File: src/l15_adapter_macros.svh
// **********************************************************************
// Width and depth macros for the cache to L1.5 adapter
// Physical address, requester ID and port ID widths
// Depth of the D-cache invalidation FIFO
// **********************************************************************

`ifndef L15_ADAPTER_MACROS_SVH
`define L15_ADAPTER_MACROS_SVH

`define L15_PA_WIDTH          40
`define L15_ID_WIDTH          4
`define L15_PID_WIDTH         2

// Pending D-cache invalidations held for the cache
`define L15_INVAL_FIFO_DEPTH  4

`endif

File: src/l15_adapter_pkg.sv
// **********************************************************************
// Shared types of the cache to L1.5 adapter
// Request kinds, L1.5 request and return types, L1.5 sizes
// Address, ID and data widths, per-dword byte swap
// **********************************************************************

`include "l15_adapter_macros.svh"

package l15_adapter_pkg;

    typedef enum logic [2:0] {
        IMISS    = 3'd0,
        LOAD     = 3'd1,
        STORE    = 3'd2,
        UC_LOAD  = 3'd3,
        UC_STORE = 3'd4
    } req_kind_e;

    // OpenPiton encodings
    typedef enum logic [4:0] {
        LOAD_RQ  = 5'b00000,
        STORE_RQ = 5'b00001,
        IMISS_RQ = 5'b10000
    } l15_rqtype_e;

    typedef enum logic [3:0] {
        LOAD_RET  = 4'b0000,
        IFILL_RET = 4'b0001,
        EVICT_REQ = 4'b0011,
        ST_ACK    = 4'b0100,
        ERR_RET   = 4'b1100
    } l15_rettype_e;

    typedef enum logic [2:0] {
        SZ_1B   = 3'd0,
        SZ_2B   = 3'd1,
        SZ_4B   = 3'd2,
        SZ_8B   = 3'd3,
        SZ_16B  = 3'd4,
        SZ_LINE = 3'd7
    } l15_size_e;

    typedef logic [`L15_PA_WIDTH-1:0]  pa_t;
    typedef logic [`L15_ID_WIDTH-1:0]  req_id_t;
    typedef logic [`L15_PID_WIDTH-1:0] req_pid_t;
    typedef logic                      l15_tid_t;
    typedef logic [63:0]               dword_t;
    typedef logic [7:0]                be_t;
    typedef logic [127:0]              rdata_t;

    // L1.5 is big-endian, cache side is little-endian
    function automatic dword_t swap_bytes64(dword_t d);
        dword_t r;
        for (int i = 0; i < 8; i++) begin
            r[8*i +: 8] = d[8*(7-i) +: 8];
        end
        return r;
    endfunction

endpackage

File: src/l15_req_encoder.sv
// **********************************************************************
// Cache request to L1.5 request translation, purely combinational
// Request kind to L1.5 type and size, non-cacheable flag
// Store byte-enable to size and aligned address, data replication
// **********************************************************************

module l15_req_encoder (
    input  l15_adapter_pkg::req_kind_e   req_kind_i,
    input  l15_adapter_pkg::pa_t         req_addr_i,
    input  logic                         req_cacheable_i,
    input  l15_adapter_pkg::l15_size_e   req_size_i,
    input  l15_adapter_pkg::dword_t      req_wdata_i,
    input  l15_adapter_pkg::be_t         req_be_i,
    output l15_adapter_pkg::l15_rqtype_e l15_rqtype_o,
    output logic                         l15_nc_o,
    output l15_adapter_pkg::l15_size_e   l15_size_o,
    output l15_adapter_pkg::pa_t         l15_address_o,
    output l15_adapter_pkg::dword_t      l15_data_o
);

    localparam int PaW = $bits(l15_adapter_pkg::pa_t);

    logic                       is_store;
    logic [2:0]                 top_be;      // Highest set byte enable
    logic [3:0]                 num_be;
    logic [2:0]                 st_offset;
    l15_adapter_pkg::l15_size_e st_size;
    l15_adapter_pkg::pa_t       st_addr;
    l15_adapter_pkg::dword_t    st_data;

    assign is_store = (req_kind_i == l15_adapter_pkg::STORE) ||
                      (req_kind_i == l15_adapter_pkg::UC_STORE);
    assign num_be   = 4'($countones(req_be_i));

    always_comb begin
        top_be = '0;
        for (int i = 0; i < 8; i++) begin
            if (req_be_i[i]) top_be = 3'(i);
        end
    end

    // Store size and offset from the byte-enable mask
    always_comb begin
        st_offset = '0;
        unique case (num_be)
            4'd1: st_size = l15_adapter_pkg::SZ_1B;
            4'd2: st_size = l15_adapter_pkg::SZ_2B;
            4'd4: st_size = l15_adapter_pkg::SZ_4B;
            4'd8: st_size = l15_adapter_pkg::SZ_8B;
            default: st_size = l15_adapter_pkg::SZ_LINE;
        endcase
        if (num_be == 4'd1) st_offset = top_be;
        else if (num_be == 4'd2) st_offset = top_be - 3'd1;
        else if (num_be == 4'd4) st_offset = top_be - 3'd3;
    end

    assign st_addr = (num_be inside {4'd1, 4'd2, 4'd4}) ?
                     {req_addr_i[PaW-1:3], st_offset} : req_addr_i;

    // Repeat the selected bytes over the whole dword
    always_comb begin
        unique case (st_size)
            l15_adapter_pkg::SZ_1B: st_data = {8{req_wdata_i[{st_offset, 3'b000} +: 8]}};
            l15_adapter_pkg::SZ_2B: st_data = {4{req_wdata_i[{st_offset[2:1], 4'b0000} +: 16]}};
            l15_adapter_pkg::SZ_4B: st_data = {2{req_wdata_i[{st_offset[2], 5'b00000} +: 32]}};
            default: st_data = req_wdata_i;
        endcase
    end

    always_comb begin
        unique case (req_kind_i)
            l15_adapter_pkg::IMISS: begin
                l15_rqtype_o = l15_adapter_pkg::IMISS_RQ;
                l15_size_o   = req_cacheable_i ? l15_adapter_pkg::SZ_LINE
                                               : l15_adapter_pkg::SZ_4B;
            end
            l15_adapter_pkg::STORE, l15_adapter_pkg::UC_STORE: begin
                l15_rqtype_o = l15_adapter_pkg::STORE_RQ;
                l15_size_o   = st_size;
            end
            default: begin
                l15_rqtype_o = l15_adapter_pkg::LOAD_RQ;
                l15_size_o   = (req_size_i == l15_adapter_pkg::SZ_16B) ?
                               l15_adapter_pkg::SZ_LINE : req_size_i;
            end
        endcase
    end

    assign l15_nc_o      = ~req_cacheable_i;
    assign l15_address_o = is_store ? st_addr : req_addr_i;
    assign l15_data_o    = l15_adapter_pkg::swap_bytes64(is_store ? st_data : req_wdata_i);

endmodule

File: src/l15_thread_table.sv
// **********************************************************************
// L1.5 thread ID tracking for two requests in flight
// Busy bit, requester ID and port ID per thread ID
// Request gating, lowest-free allocation and return lookup
// **********************************************************************

module l15_thread_table (
    input  logic                      clk_i,
    input  logic                      rst_ni,
    input  logic                      req_valid_i,
    input  logic                      l15_ack_i,
    input  l15_adapter_pkg::req_id_t  req_id_i,
    input  l15_adapter_pkg::req_pid_t req_pid_i,
    input  logic                      release_i,
    input  l15_adapter_pkg::l15_tid_t rtrn_tid_i,
    output logic                      req_ready_o,
    output logic                      l15_val_o,
    output l15_adapter_pkg::l15_tid_t alloc_tid_o,
    output l15_adapter_pkg::req_id_t  resp_id_o,
    output l15_adapter_pkg::req_pid_t resp_pid_o
);

    logic [1:0]                busy_q, busy_d;
    l15_adapter_pkg::req_id_t  id_q  [2];
    l15_adapter_pkg::req_pid_t pid_q [2];
    logic                      slot_free;
    logic                      accept;

    assign slot_free   = ~(&busy_q);
    assign alloc_tid_o = busy_q[0];     // Slot 0 first
    assign req_ready_o = l15_ack_i & slot_free;
    assign l15_val_o   = req_valid_i & slot_free;
    assign accept      = l15_val_o & l15_ack_i;

    // Return lookup
    assign resp_id_o  = id_q[rtrn_tid_i];
    assign resp_pid_o = pid_q[rtrn_tid_i];

    // Accept and release never hit the same slot
    always_comb begin
        busy_d = busy_q;
        if (release_i) busy_d[rtrn_tid_i] = 1'b0;
        if (accept) busy_d[alloc_tid_o] = 1'b1;
    end

    always_ff @(posedge clk_i or negedge rst_ni) begin
        if (!rst_ni) begin
            busy_q <= '0;
        end else begin
            busy_q <= busy_d;
        end
    end

    always_ff @(posedge clk_i) begin
        if (accept) begin
            id_q[alloc_tid_o]  <= req_id_i;
            pid_q[alloc_tid_o] <= req_pid_i;
        end
    end

    // A return must name a thread ID that was handed out
    a_release_busy: assert property (
        @(posedge clk_i) disable iff (!rst_ni)
        release_i |-> busy_q[rtrn_tid_i]
    ) else $error("Release of a free L1.5 thread ID");

endmodule

File: src/l15_resp_decoder.sv
// **********************************************************************
// L1.5 return decoding, purely combinational
// Response valid, return acknowledge and thread release
// Error flag, read data byte swap, invalidation split
// **********************************************************************

module l15_resp_decoder (
    input  logic                          rtrn_val_i,
    input  l15_adapter_pkg::l15_rettype_e returntype_i,
    input  logic                          inval_icache_i,
    input  logic                          inval_dcache_i,
    input  l15_adapter_pkg::pa_t          inval_addr_i,
    input  l15_adapter_pkg::rdata_t       rdata_i,
    input  logic                          resp_ready_i,
    input  logic                          fifo_not_full_i,
    input  l15_adapter_pkg::req_pid_t     table_pid_i,
    output logic                          resp_valid_o,
    output logic                          rtrn_ack_o,
    output logic                          release_o,
    output logic                          fifo_push_o,
    output logic                          resp_error_o,
    output l15_adapter_pkg::req_pid_t     resp_pid_o,
    output l15_adapter_pkg::rdata_t       resp_data_o,
    output l15_adapter_pkg::pa_t          resp_inval_addr_o
);

    localparam int PaW = $bits(l15_adapter_pkg::pa_t);

    logic evict_only;   // Invalidation with no data response

    assign evict_only = (returntype_i == l15_adapter_pkg::EVICT_REQ);

    assign resp_valid_o = inval_dcache_i ? (evict_only ? 1'b0 : rtrn_val_i & fifo_not_full_i)
                                         : rtrn_val_i;
    assign rtrn_ack_o   = inval_dcache_i ?
                          rtrn_val_i & fifo_not_full_i & (evict_only | resp_ready_i) :
                          rtrn_val_i & resp_ready_i;

    assign release_o    = resp_valid_o & resp_ready_i & ~evict_only;
    assign fifo_push_o  = rtrn_ack_o & inval_dcache_i;
    assign resp_error_o = (returntype_i == l15_adapter_pkg::ERR_RET);

    // I-cache invalidations go to port 0
    assign resp_pid_o = (evict_only & inval_icache_i) ? '0 : table_pid_i;

    assign resp_data_o = {l15_adapter_pkg::swap_bytes64(rdata_i[127:64]),
                          l15_adapter_pkg::swap_bytes64(rdata_i[63:0])};

    assign resp_inval_addr_o = inval_icache_i ? {inval_addr_i[PaW-1:4], 4'b0000}
                                              : inval_addr_i;

endmodule

File: src/l15_inval_fifo.sv
// **********************************************************************
// Register FIFO of pending D-cache invalidation line addresses
// Circular buffer with read and write pointers and a fill count
// **********************************************************************

module l15_inval_fifo #(
    parameter int DEPTH = 4
) (
    input  logic                 clk_i,
    input  logic                 rst_ni,
    input  logic                 push_i,
    input  l15_adapter_pkg::pa_t push_addr_i,
    output logic                 not_full_o,
    input  logic                 pop_i,
    output logic                 valid_o,
    output l15_adapter_pkg::pa_t addr_o
);

    localparam int PtrW = (DEPTH > 1) ? $clog2(DEPTH) : 1;
    localparam int CntW = $clog2(DEPTH + 1);

    l15_adapter_pkg::pa_t mem_q [DEPTH];
    logic [PtrW-1:0]      wptr_q, rptr_q;
    logic [CntW-1:0]      count_q;
    logic                 do_pop;

    assign valid_o    = (count_q != '0);
    assign not_full_o = (count_q != CntW'(DEPTH));
    assign addr_o     = mem_q[rptr_q];
    assign do_pop     = pop_i & valid_o;

    always_ff @(posedge clk_i or negedge rst_ni) begin
        if (!rst_ni) begin
            wptr_q  <= '0;
            rptr_q  <= '0;
            count_q <= '0;
        end else begin
            if (push_i) wptr_q <= (wptr_q == PtrW'(DEPTH - 1)) ? '0 : wptr_q + 1'b1;
            if (do_pop) rptr_q <= (rptr_q == PtrW'(DEPTH - 1)) ? '0 : rptr_q + 1'b1;
            if (push_i && !do_pop) count_q <= count_q + 1'b1;
            else if (!push_i && do_pop) count_q <= count_q - 1'b1;
        end
    end

    always_ff @(posedge clk_i) begin
        if (push_i) mem_q[wptr_q] <= push_addr_i;
    end

    // The return acknowledge must hold back a full FIFO
    a_no_push_full: assert property (
        @(posedge clk_i) disable iff (!rst_ni)
        push_i |-> not_full_o
    ) else $error("Invalidation pushed into a full FIFO");

endmodule

File: src/l15_adapter_top.sv
// **********************************************************************
// Cache memory port to OpenPiton L1.5 adapter, top level
// Request encoder, thread table, return decoder, invalidation FIFO
// **********************************************************************

`include "l15_adapter_macros.svh"

module l15_adapter_top (
    input  logic                          clk_i,
    input  logic                          rst_ni,
    // Cache request
    input  logic                          req_valid_i,
    input  l15_adapter_pkg::req_kind_e    req_kind_i,
    input  l15_adapter_pkg::req_id_t      req_id_i,
    input  l15_adapter_pkg::req_pid_t     req_pid_i,
    input  l15_adapter_pkg::pa_t          req_addr_i,
    input  logic                          req_cacheable_i,
    input  l15_adapter_pkg::l15_size_e    req_size_i,
    input  l15_adapter_pkg::dword_t       req_wdata_i,
    input  l15_adapter_pkg::be_t          req_be_i,
    output logic                          req_ready_o,
    // L1.5 request
    output logic                          l15_val_o,
    output l15_adapter_pkg::l15_rqtype_e  l15_rqtype_o,
    output logic                          l15_nc_o,
    output l15_adapter_pkg::l15_size_e    l15_size_o,
    output l15_adapter_pkg::l15_tid_t     l15_threadid_o,
    output l15_adapter_pkg::pa_t          l15_address_o,
    output l15_adapter_pkg::dword_t       l15_data_o,
    input  logic                          l15_ack_i,
    // L1.5 return
    input  logic                          l15_rtrn_val_i,
    input  l15_adapter_pkg::l15_rettype_e l15_returntype_i,
    input  l15_adapter_pkg::l15_tid_t     l15_rtrn_tid_i,
    input  l15_adapter_pkg::rdata_t       l15_rdata_i,
    input  logic                          l15_inval_icache_i,
    input  logic                          l15_inval_dcache_i,
    input  l15_adapter_pkg::pa_t          l15_inval_addr_i,
    output logic                          l15_req_ack_o,
    // Cache response
    output logic                          resp_valid_o,
    output l15_adapter_pkg::req_id_t      resp_id_o,
    output l15_adapter_pkg::req_pid_t     resp_pid_o,
    output logic                          resp_error_o,
    output l15_adapter_pkg::rdata_t       resp_data_o,
    output logic                          resp_inval_icache_o,
    output logic                          resp_inval_dcache_o,
    output l15_adapter_pkg::pa_t          resp_inval_addr_o,
    input  logic                          resp_ready_i,
    // D-cache invalidation queue
    output logic                          inval_valid_o,
    output l15_adapter_pkg::pa_t          inval_addr_o,
    input  logic                          inval_ready_i
);

    logic                      release_slot;
    logic                      fifo_push;
    logic                      fifo_not_full;
    l15_adapter_pkg::req_pid_t table_pid;

    assign resp_inval_icache_o = l15_inval_icache_i;
    assign resp_inval_dcache_o = l15_inval_dcache_i;

    l15_req_encoder u_req_encoder (
        .req_kind_i      (req_kind_i),
        .req_addr_i      (req_addr_i),
        .req_cacheable_i (req_cacheable_i),
        .req_size_i      (req_size_i),
        .req_wdata_i     (req_wdata_i),
        .req_be_i        (req_be_i),
        .l15_rqtype_o    (l15_rqtype_o),
        .l15_nc_o        (l15_nc_o),
        .l15_size_o      (l15_size_o),
        .l15_address_o   (l15_address_o),
        .l15_data_o      (l15_data_o)
    );

    l15_thread_table u_thread_table (
        .clk_i       (clk_i),
        .rst_ni      (rst_ni),
        .req_valid_i (req_valid_i),
        .l15_ack_i   (l15_ack_i),
        .req_id_i    (req_id_i),
        .req_pid_i   (req_pid_i),
        .release_i   (release_slot),
        .rtrn_tid_i  (l15_rtrn_tid_i),
        .req_ready_o (req_ready_o),
        .l15_val_o   (l15_val_o),
        .alloc_tid_o (l15_threadid_o),
        .resp_id_o   (resp_id_o),
        .resp_pid_o  (table_pid)
    );

    l15_resp_decoder u_resp_decoder (
        .rtrn_val_i        (l15_rtrn_val_i),
        .returntype_i      (l15_returntype_i),
        .inval_icache_i    (l15_inval_icache_i),
        .inval_dcache_i    (l15_inval_dcache_i),
        .inval_addr_i      (l15_inval_addr_i),
        .rdata_i           (l15_rdata_i),
        .resp_ready_i      (resp_ready_i),
        .fifo_not_full_i   (fifo_not_full),
        .table_pid_i       (table_pid),
        .resp_valid_o      (resp_valid_o),
        .rtrn_ack_o        (l15_req_ack_o),
        .release_o         (release_slot),
        .fifo_push_o       (fifo_push),
        .resp_error_o      (resp_error_o),
        .resp_pid_o        (resp_pid_o),
        .resp_data_o       (resp_data_o),
        .resp_inval_addr_o (resp_inval_addr_o)
    );

    l15_inval_fifo #(
        .DEPTH (`L15_INVAL_FIFO_DEPTH)
    ) u_inval_fifo (
        .clk_i       (clk_i),
        .rst_ni      (rst_ni),
        .push_i      (fifo_push),
        .push_addr_i (resp_inval_addr_o),
        .not_full_o  (fifo_not_full),
        .pop_i       (inval_ready_i),
        .valid_o     (inval_valid_o),
        .addr_o      (inval_addr_o)
    );

endmodule

File: config.mk
export PLATFORM = sky130hd
export DESIGN_NAME = l15_adapter_top
export DESIGN_NICKNAME = d
export VERILOG_FILES = /design/src/l15_adapter_pkg.sv /design/src/l15_req_encoder.sv /design/src/l15_thread_table.sv /design/src/l15_resp_decoder.sv /design/src/l15_inval_fifo.sv /design/src/l15_adapter_top.sv
export VERILOG_INCLUDE_DIRS = /design/src /design/src/src
export SDC_FILE = /design/constraint.sdc
export NUM_CORES = 1
export LEC_CHECK = 0
export BUFFER_PORTS_ARGS = -buffer_cell sky130_fd_sc_hd__buf_4
export CELL_PAD_IN_SITES_DETAIL_PLACEMENT = 0
export CELL_PAD_IN_SITES_GLOBAL_PLACEMENT = 1
export CORE_AREA = 10 10 243 245
export DETAILED_ROUTE_END_ITERATION = 8
export DIE_AREA = 0 0 253 255
export GPL_TIMING_DRIVEN = 0
export HOLD_SLACK_MARGIN = 0.1
export PLACE_DENSITY_LB_ADDON = 0.1
export SETUP_SLACK_MARGIN = 0.4
export SLEW_MARGIN = 10
export SYNTH_ARGS = -nofsm -noshare
export SYNTH_HDL_FRONTEND = slang
export SYNTH_SLANG_ARGS = --single-unit
File: constraint.sdc
create_clock -name clk_i -period 22.2 [get_ports clk_i]
set_input_delay 5.55 -clock clk_i [delete_from_list [all_inputs] [get_ports clk_i]]
set_output_delay 5.55 -clock clk_i [all_outputs]
set_load 0.1 [all_outputs]
Word level (Yosys, flattened, before mapping)
Memory sizes are Yosys's and may differ from the RTL's.
Cells that the tools add are included.

storage, ports and cells
  flip-flop bits (word level) = 9
  memory bits (writable) = 172
  input bits = 307
  output and inout bits = 336
  memories = 3

cells by class
  add/sub/neg operators = 13
  order comparisons = 4
  equal/unequal tests = 14
  shift operators = 3
  muxes and demuxes = 38
  bitwise logic cells = 18
  reductions and logical operators = 14

memories
  name                  depth  bits a word  rd ports  clocked after memory_dff  wr ports  line                    source
  u_inval_fifo.mem_q    4      40           1         0                         1         l15_inval_fifo.sv:22    l15_adapter_pkg::pa_t mem_q [DEPTH];
  u_thread_table.id_q   2      4            1         0                         1         l15_thread_table.sv:24  l15_adapter_pkg::req_id_t id_q [2];
  u_thread_table.pid_q  2      2            1         0                         1         l15_thread_table.sv:25  l15_adapter_pkg::req_pid_t pid_q [2];

operators by type and width
  kind                   number
  $pmux W64 S3           1
  $mux W64               1
  $shiftx A64 B7 Y16     1
  $shiftx A64 B7 Y32     1
  $shiftx A64 B7 Y8      1
  $mux W3                13
  $mux W2                7
  $add A4 B4 Y4          3
  $pmux W3 S4            1
  $and A1 B1 Y1          11
  $mux W1                10
  $pmux W5 S2            1
  $add A1 B1 Y2          4
  $eq A4 B2 Y1 const B   2
  $eq A4 B4 Y1 const B   2
  $eq A3 B2 Y1 const B   2
  $eq A3 B3 Y1 const B   2
  $logic_not A3 Y1       2
  $pmux W3 S2            1
  $reduce_bool A3 Y1     2
  $sub A3 B1 Y3 const B  2
  $add A2 B1 Y2 const B  2
  $eq A2 B2 Y1 const B   2
  $eq A4 B1 Y1 const B   1
  20 further kinds       29

Logic depth before layout (Yosys ltp)
Gate-level depths: netlist (run 1).

  word-level depth = 14
  mapped depth = 20

Cells and area by module
A second synthesis (run 1) with hierarchy kept.

second synthesis, totals
  cells, all modules = 947
  area total of the unflattened synthesis = 11436.0 µm²

by module, submodules not included
  module            instances  cells an instance  area an instance (µm²)
  l15_inval_fifo    1          248                6248.5
  l15_req_encoder   1          483                3256.9
  l15_resp_decoder  1          183                1345.0
  l15_thread_table  1          31                 570.5
  l15_adapter_top   1          2                  15.0

Least setup slack after synthesis (run 1)
No wires, ideal clock.

  path type = input-to-output
  start = in req_be_i[6]
  end = out l15_data_o[10]
  data arrival time = 11.491 ns
  required time = 16.650 ns
  slack = 5.159 ns
  stages on the path = 18
  path buffers = 2
  path through = ha_1 > fa_1 > inv_1 > fa_1 > inv_1 > ha_1 > inv_1 > fa_1 > buf_2 > xor2_1 > a2111oi_4 > nand2_1 > nand2_1 > buf_2 > mux4_2 > o2111ai_1 > nand2_1 > a21boi_0

on the way
  word-level cells in the longest chain between the ends = 10
  elaborated cells between the ends (all ways) = 23

ends and longest elaborated chain
  item                                               line                                          source
  from (decl)                                        l15_adapter_top.sv:20                         input l15_adapter_pkg::be_t req_be_i,
  $add A1 B1 Y2 (not written as such)                l15_req_encoder.sv:33                         assign num_be = 4'($countones(req_be_i));
  $add A4 B4 Y4 (not written as such) (2 in series)  l15_req_encoder.sv:33
  $eq A4 B3 Y1                                       l15_req_encoder.sv:45, l15_req_encoder.sv:54
  $mux W3                                            l15_req_encoder.sv:54                         else if (num_be == 4'd4) st_offset = top_be - 3'd3;
  $mux W3                                            l15_req_encoder.sv:53                         else if (num_be == 4'd2) st_offset = top_be - 3'd1;
  $mux W3                                            l15_req_encoder.sv:52                         if (num_be == 4'd1) st_offset = top_be;
  $shiftx A64 B7 Y32, or another cell as far along   l15_req_encoder.sv:65                         l15_adapter_pkg::SZ_4B: st_data = {2{req_wdata_i[{st_offset[2], 5'b00000} +: 32]}};
  $pmux W64 S3 (*)                                   l15_req_encoder.sv:62                         unique case (st_size)
  $mux W64 (*)                                       l15_req_encoder.sv:91                         assign l15_data_o = l15_adapter_pkg::swap_bytes64(is_store ? st_data : req_wdata_i);
  to (decl)                                          l15_adapter_top.sv:29                         output l15_adapter_pkg::dword_t l15_data_o,

Mark *: on every way between the ends. The rest lies on a longest branch, timed or not.

Worst setup path after layout (run 1)
  start = in req_be_i[6]
  end = out l15_data_o[6]

Same word-level chain as after synthesis.

==> results of run 1 <==
## worst min-delay path by stage
stage                                         end               startpoint  slack, ns
after floorplan           u_inval_fifo.count_q[2]  u_inval_fifo.count_q[2]       0.45
after global placement    u_inval_fifo.count_q[2]  u_inval_fifo.count_q[2]       0.48
after detailed placement  u_inval_fifo.count_q[2]  u_inval_fifo.count_q[2]       0.49
after CTS                 u_inval_fifo.count_q[2]  u_inval_fifo.count_q[2]       0.49
after global routing      u_inval_fifo.count_q[2]  u_inval_fifo.count_q[2]       0.50
final                     u_inval_fifo.count_q[2]  u_inval_fifo.count_q[2]       0.49
## cell families after synthesis
| group | after synthesis | share of synthesized area (%) |
|---|---|---|
| flip-flops | 181 | 47.68 |
| multiplexers | 61 | 10.56 |
| other | 1 | 0.03317 |
| AO/OA/AOI/OAI | 229 | 13.57 |
| XOR/XNOR | 7 | 0.5423 |
| AND/OR/NAND/NOR | 185 | 8.368 |
| adder cells (fa/ha/maj) | 21 | 2.656 |
| buffers and inverters | 289 | 16.59 |
## cell type report
class / instances / share of cell area (%)
Antenna cell: 2 / 0.03065
Sequential cell: 181 / 33.01
Inverter: 34 / 0.7816
Multi-Input combinational cell: 506 / 24.87
Tap cell: 704 / 5.395
Buffer: 255 / 10.70
Clock inverter: 14 / 0.8736
Clock buffer: 18 / 2.628
Timing Repair Buffer: 472 / 21.70
## per-stage QoR
step / power (mW) / instance area [um^2]
after global routing: 2.472 / 16330
after global placement: 2.103 / 15740
after detailed placement: 2.101 / 15750
after floorplan: 1.712 / 11310
final: 2.374 / 16330
after CTS: 2.400 / 16320
## state kept, by name, indices dropped and copies added, names as in the netlist
| signal | flops |
|---|---|
| u_inval_fifo.count_q | 3 |
| u_inval_fifo.rptr_q | 2 |
| u_inval_fifo.mem_q | 160 |
| u_thread_table.busy_q | 2 |
| u_thread_table.id_q | 8 |
| u_inval_fifo.wptr_q | 2 |
| u_thread_table.pid_q | 4 |
## cells in the final DEF, fill, tap and decap left out, types with 8 or more instances in the layout
cell / count
sky130_fd_sc_hd__a21boi_0: 9
sky130_fd_sc_hd__inv_1: 34
sky130_fd_sc_hd__ha_1: 16
sky130_fd_sc_hd__nor3_1: 44
sky130_fd_sc_hd__o21a_1: 43
sky130_fd_sc_hd__o211ai_1: 21
sky130_fd_sc_hd__or2_2: 13
sky130_fd_sc_hd__clkbuf_1: 36
sky130_fd_sc_hd__clkbuf_16: 17
sky130_fd_sc_hd__buf_4: 679
sky130_fd_sc_hd__mux2i_1: 9
sky130_fd_sc_hd__nor2_1: 32
sky130_fd_sc_hd__nand2_1: 31
sky130_fd_sc_hd__nor2b_1: 8
sky130_fd_sc_hd__mux4_2: 46
sky130_fd_sc_hd__nand3_1: 30
sky130_fd_sc_hd__a31oi_1: 12
sky130_fd_sc_hd__edfxtp_1: 172
sky130_fd_sc_hd__o2111ai_1: 9
sky130_fd_sc_hd__o21ai_0: 51
sky130_fd_sc_hd__a21oi_1: 46
sky130_fd_sc_hd__dfrtp_1: 9
## Yosys cell counts, types with 3 or more instances
master / count
sky130_fd_sc_hd__buf_4: 207
sky130_fd_sc_hd__xor2_1: 4
sky130_fd_sc_hd__nor2_1: 32
sky130_fd_sc_hd__nand2b_1: 3
sky130_fd_sc_hd__or2_2: 13
sky130_fd_sc_hd__nor3_1: 45
sky130_fd_sc_hd__o31ai_1: 3
sky130_fd_sc_hd__a21o_1: 5
sky130_fd_sc_hd__a22oi_1: 7
sky130_fd_sc_hd__nor2b_1: 8
sky130_fd_sc_hd__dfrtp_1: 9
sky130_fd_sc_hd__a2bb2oi_1: 4
sky130_fd_sc_hd__fa_1: 5
sky130_fd_sc_hd__mux2_2: 6
sky130_fd_sc_hd__mux4_2: 46
sky130_fd_sc_hd__a21oi_1: 46
sky130_fd_sc_hd__nand3_1: 30
sky130_fd_sc_hd__clkbuf_1: 35
sky130_fd_sc_hd__or3_1: 3
sky130_fd_sc_hd__edfxtp_1: 172
sky130_fd_sc_hd__a21boi_0: 9
sky130_fd_sc_hd__o21a_1: 43
sky130_fd_sc_hd__o211ai_1: 21
sky130_fd_sc_hd__and3_1: 4
sky130_fd_sc_hd__mux2i_1: 9
sky130_fd_sc_hd__o2111ai_1: 9
sky130_fd_sc_hd__a31oi_1: 12
sky130_fd_sc_hd__xnor2_1: 3
sky130_fd_sc_hd__and2_1: 5
sky130_fd_sc_hd__o21ai_0: 51
sky130_fd_sc_hd__buf_2: 5
sky130_fd_sc_hd__buf_1: 7
sky130_fd_sc_hd__inv_1: 34
sky130_fd_sc_hd__ha_1: 16
sky130_fd_sc_hd__nand2_1: 31
## where the power goes
group / internal, mW / leakage, nW / switching, mW
sequential: 0.403 / 1.66 / 0.0118
clock: 0.158 / 0.276 / 0.134
combinational: 0.387 / 4.84 / 1.28
total: 0.949 / 6.78 / 1.43
## worst max-delay path, delay by kind of cell
family,cells,cell delay [ns]
adders and majority gates,5,1.87
and+or+nand+nor,3,1.29
buffers and inverters,7,1.01
AOI/OAI and AO/OA,3,0.93
muxes,1,0.47
## metal layers
layer	up-vias	part of all wire, %	track usage, %
met5	-	0	0
met4	0	1.8	3.390
met1	4543	39	16.28
li1	4407	-	-
met3	40	8.0	4.548
met2	357	51	25.11
==> results.toml, run 1 <==
[run_status]
outcome = "complete, no violations"

[synth]
syn_inst = 974
synthesis.yosys.warnings = 0
yosys-top-cells-area = "sky130_fd_sc_hd__edfxtp_1 46%, sky130_fd_sc_hd__buf_4 14%, sky130_fd_sc_hd__mux4_2 9.2%, sky130_fd_sc_hd__o21a_1 2.9%, sky130_fd_sc_hd__o21ai_0 2.3%"
synth-edff-count = 172
async_reset_ff_share_pct = 4.972
netlist_area_mm2 = 0.01130
synth.avg_cell_area_um2 = 11.61
synth_ff_type = "sky130_fd_sc_hd__edfxtp_1"
ys_ff_latch = 181
synth.top_cell.area_share_pct = 45.69
synth-seq-area-share_pct = 47.68
yosys.area.top_type = "sky130_fd_sc_hd__edfxtp_1"
synth.distinct_cells = 63

[clocking]
cts.hold.buffers_added = 0
max-clock-path-buffers = 2
cts-buffers-inserted = 17
postCtsSetupRepairBufs = 0
clock_latency_ns = 0.43
cts_num_sinks = 181
htree_num_levels = 4
post_cts_resized = 0
worst_setup_hold_path_clk_slew_ns = 0.06
cts-root-buf = "sky130_fd_sc_hd__clkbuf_16"
tritoncts = "built"

[setup_path]
worst_setup_path_end_kind = "primary output"
register_to_register_setup_slack_ns = 19.72
origin_of_the_critical_flop_to_flop_path = "u_inval_fifo.count_q[0]"
crit_path_max_fanout = 10
worstSetupStartpoint = "req_be_i[6]"
critical-path-max-stage-delay_ns = 0.94
rr_endpoint = "u_inval_fifo.count_q[2]"
rr_worst_depth = 10
worst_ep_arrival_time_ns = 11.14
timing.critical_path.required_ns = 16.65
critPathCapture = "l15_data_o[6]"
worst_setup_start_kind = "input pin"
cell_with_the_biggest_individual_delay_on_the_critical_path = "sky130_fd_sc_hd__nor3_1"
critical_path_class = "input pin to primary output"
critical_path.cell_chain = "buf_4 -> ha_1 -> fa_1 -> inv_1 -> fa_1 -> inv_1 -> ha_1 -> inv_1 -> fa_1 -> buf_2 -> nor3_1 -> nand2b_1 -> buf_2 -> nand2_2 -> mux2i_1 -> a211oi_1 -> o31ai_2 -> a21oi_1 -> buf_4"

[sta]
tns_ns = 0
timing.final.hold_violations = 0
worst_hold_slack_ns = 0.4879
timing.clock.skew_ns = 0.01394
finalCritPeriodShare_pct = 75.18
slew_viol_final = 0
report.final.setup_viol = 0
grt_setup_unrepaired = "no"
timing.fmax_mhz = 59.92
postLayoutSetupSlackWorst_ns = 5.510
layout_min_cycle_time_ns = 16.69
relSlewSlack_pct = 13.49
worst_pin_slew_ns = 1.288

[floorplanning]
initial_standard_cell_utilization_of_the_core_pct = 20.76
standard_cell_row_count = 86
die_height_um = 255
dieWidth_um = 253
fp.dieArea_mm2 = 0.06452
design.portCount = 643
area_inside_the_core_boundary_mm2 = 0.05445

[route]
route.final.wire_length_um = 49720
first_pass_iters = 5
ant_nets = 0
detail_route.iter0.violations = 506
drc = 0
average_routed_wire_per_standard_cell_um = 22.74
vias = 9347
via_per_inst = 4.276

[global_routing]
grt_max_degree = 41
grt_first_pass_wirelength_um = 68090
grt-ovfl-total = 0
number_of_antenna_violations_at_the_first_check_in_global_routing = 2
vias_in_the_first_global_route = 9929
globalRouteTotalUtil_pct = 14.16

[cells_and_area]
final-instance-count-excl-fill = 2186
utilization_pct = 29.99
synthToLayoutAreaGrowth_pct = 44.44
multiInputGateArea_mm2 = 0.004061
seq_area_mm2 = 0.005390
post_route_cells_drive_above_1_share_pct = 53.65
fillCellCount = 5711
finalNetCount = 1795

[power_and_ir_drop]
peakVddDrop_mv = 0.05504
leakage_nw = 6.784
power.density_cell_area_mw_per_mm2 = 145.4

[place]
place.detailed.hpwl_um = 39650
io_buffer_count = 472
dpl_worst_slack_ns = 5.456
gp_congestion = 0.8414
place_inst = 2152

[run]
cap_violations = 0

[hold_path]
hold_path_class = "flip-flop to flip-flop"
min_path_cells = 1
(Power assumes the default switching activity.)
==> run 2: changes to the inputs <==
Settings changed: CORE_AREA 10 10 243 245 to 10 10 239 241, DIE_AREA 0 0 253 255 to 0 0 249 251.
Clock period 22.2 ns to 16.31 ns, I/O delays scaled along.
==> run 2 against run 1 <==
Non-clock buffer count unchanged. Highest routed layer is now met5. Cell area up 0.34%. Count of clock-buffer cells in the layout decreased by 1.
==> results.toml, run 2 (synthesis gave the netlist of run 1 again) <==
[clocking]
cts-root-buf = "sky130_fd_sc_hd__clkbuf_16"
max-clock-path-buffers = 2
postCtsSetupRepairBufs = 0
htree_num_levels = 4
cts-buffers-inserted = 17
cts.hold.buffers_added = 0
clock_latency_ns = 0.44
tritoncts = "built"
cts_num_sinks = 181
worst_setup_hold_path_clk_slew_ns = 0.08
post_cts_resized = 0

[setup_path]
worstSetupStartpoint = "req_be_i[6]"
critPathCapture = "l15_data_o[8]"
cell_with_the_biggest_individual_delay_on_the_critical_path = "sky130_fd_sc_hd__o22ai_1"
rr_endpoint = "u_inval_fifo.count_q[2]"
register_to_register_setup_slack_ns = 13.74
worst_ep_arrival_time_ns = 9.79
critical_path_class = "input pin to primary output"
worst_setup_start_kind = "input pin"
critical_path.cell_chain = "buf_4 -> ha_1 -> fa_1 -> inv_1 -> fa_1 -> inv_1 -> ha_1 -> inv_1 -> fa_1 -> buf_2 -> nor2b_1 -> nand3_1 -> o22ai_1 -> clkbuf_1 -> nor3_1 -> o21ai_0 -> a31oi_1 -> nand2_1 -> a21boi_0 -> buf_4"
worst_setup_path_end_kind = "primary output"
rr_worst_depth = 10
crit_path_max_fanout = 10
origin_of_the_critical_flop_to_flop_path = "u_inval_fifo.count_q[0]"
timing.critical_path.required_ns = 12.23
critical-path-max-stage-delay_ns = 0.83

[floorplanning]
initial_standard_cell_utilization_of_the_core_pct = 21.64
design.portCount = 643
standard_cell_row_count = 84
area_inside_the_core_boundary_mm2 = 0.05224
die_height_um = 251
dieWidth_um = 249
fp.dieArea_mm2 = 0.06250

[sta]
relSlewSlack_pct = 8.487
timing.final.hold_violations = 0
grt_setup_unrepaired = "no"
layout_min_cycle_time_ns = 13.87
report.final.setup_viol = 0
tns_ns = 0
slew_viol_final = 0
timing.fmax_mhz = 72.10
timing.clock.skew_ns = 0.01509
finalCritPeriodShare_pct = 85.04
worst_pin_slew_ns = 1.362

[place]
placed_area_mm2 = 0.01573
io_buffer_count = 472
gp_congestion = 0.8530
place_inst = 2136
place.detailed.hpwl_um = 40810

[route]
first_pass_iters = 5
average_routed_wire_per_standard_cell_um = 23.25
drc = 0
via_per_inst = 4.339
vias = 9411
route.final.wire_length_um = 50440
detail_route.iter0.violations = 509
ant_nets = 0

[global_routing]
met3_usage_pct = 4.691
globalRouteTotalUtil_pct = 15.19
groute.layer.met2.usage_pct = 27.81
vias_in_the_first_global_route = 10090
grt-ovfl-total = 0
use_met1_pct = 16.94
busiest_layer = "met2"
grt_max_degree = 41
grt_first_pass_wirelength_um = 71500
number_of_antenna_violations_at_the_first_check_in_global_routing = 2

[cells_and_area]
most-common-layout-cells = "679 x sky130_fd_sc_hd__buf_4, 172 x sky130_fd_sc_hd__edfxtp_1, 51 x sky130_fd_sc_hd__o21ai_0"
layout_commonest_cell = "sky130_fd_sc_hd__buf_4"
max_ffs_per_register = 160
largest-register = "u_inval_fifo.mem_q"
biggestRegsByFlops = "u_inval_fifo.mem_q x160, u_thread_table.id_q x8, u_thread_table.pid_q x4"
synthToLayoutAreaGrowth_pct = 44.93
post_route_cells_drive_above_1_share_pct = 53.72
finalNetCount = 1795
finalInstanceArea_mm2 = 0.01638
final-instance-count-excl-fill = 2169

[power_and_ir_drop]
peakVddDrop_mv = 0.08525
p_comb_share_pct = 69.4
leakage_nw = 6.822
power.density_cell_area_mw_per_mm2 = 199.9
clock_network_power_share_pct = 13.4
internal_power_mw = 1.293
fraction_of_power_spent_switching_nets_pct = 60.53
switching_power_mw = 1.983
sequentialPowerShare_pct = 17.2

[hold_path]
hold_path_class = "flip-flop to flip-flop"

[run_status]
outcome = "complete, no violations"

[run]
cap_violations = 0
-- run 2: cell types whose count changed in the layout (fill, tap and decap cells not counted), sizes merged --
cell      delta
clkbuf       -1
bufinv       -1
diode        -1
clkinvlp     -2
inv          +3
clkinv       +1
-- run 2: layout make-up --
cell class,count,area [um^2]
fill,5427,35850
sequential,181,5390
multi-input combinational,506,4056
timing repair buffer,472,3543
buffer,255,1748
tap,688,860.8
clock buffer,17,425.4
clock inverter,15,229.0
inverter,34,127.6
antenna,1,2.502
-- run 2: worst max-delay path, delay by kind of cell --
family / cells / cell delay (ns)
AOI/OAI and AO/OA: 4 / 1.70
and+or+nand+nor: 4 / 0.73
adders and majority gates: 5 / 1.83
buffers and inverters: 7 / 1.44
-- run 2: power groups by stage --
| stage | Combinational (mW) | Sequential [mW] | Clock (mW) |
|---|---|---|---|
| after floorplan | 1.75 | 0.580 | 0 |
| after global placement | 2.30 | 0.576 | 0 |
| after detailed placement | 2.30 | 0.575 | 0 |
| after CTS | 2.30 | 0.564 | 0.454 |
| after global routing | 2.38 | 0.568 | 0.472 |
| final | 2.27 | 0.563 | 0.440 |
-- run 2: per-stage QoR --
stage	utilization [%]	hold slack, ns	power [mW]	setup WS (ns)
after floorplan	-	0.4501	2.330	2.214
after global placement	30.09	0.4787	2.871	2.435
after detailed placement	30.11	0.4805	2.871	2.458
after CTS	31.36	0.4908	3.318	2.442
after global routing	31.36	0.5406	3.416	2.138
final	31.36	0.4884	3.275	2.439
-- run 2: worst min-delay path by stage --
stage / start / to / depth (start not counted)
floorplan: u_inval_fifo.count_q[2] / u_inval_fifo.count_q[2] / 1
global placement: u_inval_fifo.count_q[2] / u_inval_fifo.count_q[2] / 1
detailed placement: u_inval_fifo.count_q[2] / u_inval_fifo.count_q[2] / 1
CTS: u_inval_fifo.count_q[2] / u_inval_fifo.count_q[2] / 1
global route: u_inval_fifo.count_q[2] / u_inval_fifo.count_q[2] / 1
finish: u_inval_fifo.count_q[2] / u_inval_fifo.count_q[2] / 1
-- run 2: per-layer routing --
layer  wire length (um)  part of all wire [%]  up-vias
met5                 18                 0.036        -
met4                843                   1.7        2
met3               3513                   7.0       39
met2              26510                    53      389
met1              19560                    39     4573
li1                   -                     -     4408
==> run 3: changes to the inputs <==
--- a/config.mk
+++ b/config.mk
@@ -11,5 +11,5 @@
 export CELL_PAD_IN_SITES_GLOBAL_PLACEMENT = 1
-export CORE_AREA = 10 10 239 241
+export CORE_AREA = 2 2 252 254
 export DETAILED_ROUTE_END_ITERATION = 8
-export DIE_AREA = 0 0 249 251
+export DIE_AREA = 0 0 254 256
 export GPL_TIMING_DRIVEN = 0
==> constraint.sdc (replaced) <==
create_clock -name clk_i -period 16.31 [get_ports clk_i]
set_input_delay 3.262 -clock clk_i [delete_from_list [all_inputs] [get_ports clk_i]]
set_output_delay 3.262 -clock clk_i [all_outputs]
set_load 0.1 [all_outputs]
==> run 3 against run 2 <==
Setup slack gained 1.5 ns. Sequential power about the same. First-iteration DRC count shrank 4.3%. Clock power decreased by 7.7%. Clock skew grew 0.0013 ns. Wire length down 6.9%. Critical path depth did not move. Sequential share of layout area decreased by 0.35 points.
==> results.toml, run 3 (synthesis gave the netlist of run 1 again) <==
[place]
place.detailed.hpwl_um = 36670
placed_area_mm2 = 0.01596
gp_congestion = 0.8107
io_buffer_count = 472
dpl_worst_slack_ns = 3.942

[setup_path]
crit_path_max_fanout = 10
register_to_register_setup_slack_ns = 13.82
worst_ep_arrival_time_ns = 9.10
critical_path_class = "input pin to primary output"
worst_setup_start_kind = "input pin"
timing.critical_path.required_ns = 13.05
worst_setup_path_end_kind = "primary output"
rr_worst_depth = 6

[sta]
timing.final.hold_violations = 0
report.final.setup_viol = 0
grt_setup_unrepaired = "no"
finalCritPeriodShare_pct = 75.82
worst_pin_slew_ns = 1.043
layout_min_cycle_time_ns = 12.37
timing.clock.skew_ns = 0.01637
tns_ns = 0
postLayoutSetupSlackWorst_ns = 3.945
slew_viol_final = 0
timing.fmax_mhz = 80.87
relSlewSlack_pct = 30.45

[clocking]
worst_setup_hold_path_clk_slew_ns = 0.07
cts_num_sinks = 181
tritoncts = "built"
cts-buffers-inserted = 17
postCtsSetupRepairBufs = 0
clock_latency_ns = 0.45
max-clock-path-buffers = 2
cts.hold.buffers_added = 0
htree_num_levels = 4
cts-root-buf = "sky130_fd_sc_hd__clkbuf_16"
post_cts_resized = 0

[hold_path]
min_path_cells = 1
hold_path_class = "flip-flop to flip-flop"

[global_routing]
grt_max_degree = 41
vias_in_the_first_global_route = 9637
globalRouteTotalUtil_pct = 13.85
grt-ovfl-total = 0
grt_first_pass_wirelength_um = 66090
number_of_antenna_violations_at_the_first_check_in_global_routing = 3

[run]
cap_violations = 0

[floorplanning]
design.portCount = 643
dieWidth_um = 254
fp.dieArea_mm2 = 0.06502
die_height_um = 256
initial_standard_cell_utilization_of_the_core_pct = 18.12
area_inside_the_core_boundary_mm2 = 0.06239
standard_cell_row_count = 92

[power_and_ir_drop]
power.density_cell_area_mw_per_mm2 = 196.5
peakVddDrop_mv = 0.08923
leakage_nw = 6.813

[cells_and_area]
most-common-layout-cells = "680 x sky130_fd_sc_hd__buf_4, 172 x sky130_fd_sc_hd__edfxtp_1, 51 x sky130_fd_sc_hd__o21ai_0"
layout_commonest_cell = "sky130_fd_sc_hd__buf_4"
synthToLayoutAreaGrowth_pct = 46.47
finalInstanceArea_mm2 = 0.01656
largest-register = "u_inval_fifo.mem_q"
finalNetCount = 1797
fillCellCount = 6687
max_ffs_per_register = 160
post_route_cells_drive_above_1_share_pct = 53.91
biggestRegsByFlops = "u_inval_fifo.mem_q x160, u_thread_table.id_q x8, u_thread_table.pid_q x4"

[route]
average_routed_wire_per_standard_cell_um = 20.15
drc = 0
route.final.wire_length_um = 46980
via_per_inst = 4.056
ant_nets = 0
vias = 9455
detail_route.iter0.violations = 487
first_pass_iters = 4

[run_status]
outcome = "complete, no violations"
## run 3: worst paths after layout
check | start | to
worst max-delay path | req_be_i[7] | l15_data_o[11]
worst min-delay path | u_inval_fifo.count_q[2] | u_inval_fifo.count_q[2]
worst max register to register | u_inval_fifo.count_q[0] | u_inval_fifo.mem_q[3][13]
worst min register to register | u_inval_fifo.count_q[2] | u_inval_fifo.count_q[2]
max in group asynchronous | rst_ni | u_inval_fifo.rptr_q[0]
min in group asynchronous | rst_ni | u_inval_fifo.wptr_q[1]
## run 3: per-stage QoR
step                      hold WS [ns]  power, mW  std cells  utilization (%)
after floorplan                 0.4501      2.330        976                -
after global placement          0.4856      2.884       2294            25.51
after detailed placement        0.4864      2.879       2296            25.58
after CTS                       0.4970      3.294       2328            26.53
after global routing            0.5321      3.395       2329            26.53
final                           0.4888      3.254       2331            26.54
## run 3: area by class of cell
class	count	area [um^2]	share of cell area [%]
plain buffers	255	1748	10.56
well taps	846	1059	6.393
repair buffers	474	3571	21.57
flip-flops and latches	181	5390	32.55
clock inverters	15	165.2	0.9974
multi-input cells	506	4065	24.55
clock buffers	17	425.4	2.569
inverters	34	127.6	0.7707
diodes	3	7.507	0.04534
## run 3: report_power, final
part           internal (mW)  switching, mW
registers              0.549         0.0150
clock network          0.217          0.188
logic                  0.528           1.76
## run 3: per-layer routing
layer,GRT usage [%],share of wire (%),up-vias
li1,-,-,4403
met1,16.57,40,4618
met2,24.68,51,391
met3,3.326,7.5,41
met4,3.464,1.7,2
met5,0,0.028,-
## run 3: worst max-delay path, stage by stage
cell                        delay [ns]
sky130_fd_sc_hd__buf_4            0.15
sky130_fd_sc_hd__ha_1             0.20
sky130_fd_sc_hd__fa_1             0.56
sky130_fd_sc_hd__inv_1            0.06
sky130_fd_sc_hd__fa_1             0.53
sky130_fd_sc_hd__inv_1            0.04
sky130_fd_sc_hd__ha_1             0.18
sky130_fd_sc_hd__inv_1            0.06
sky130_fd_sc_hd__fa_1             0.40
sky130_fd_sc_hd__buf_2            0.19
sky130_fd_sc_hd__xor2_1           0.20
sky130_fd_sc_hd__a2111oi_4        0.39
sky130_fd_sc_hd__nand2_1          0.44
sky130_fd_sc_hd__nand2_1          0.49
sky130_fd_sc_hd__buf_2            0.38
sky130_fd_sc_hd__mux4_2           0.26
sky130_fd_sc_hd__o2111ai_1        0.23
sky130_fd_sc_hd__nand2_1          0.17
sky130_fd_sc_hd__a21boi_0         0.51
sky130_fd_sc_hd__buf_4            0.40
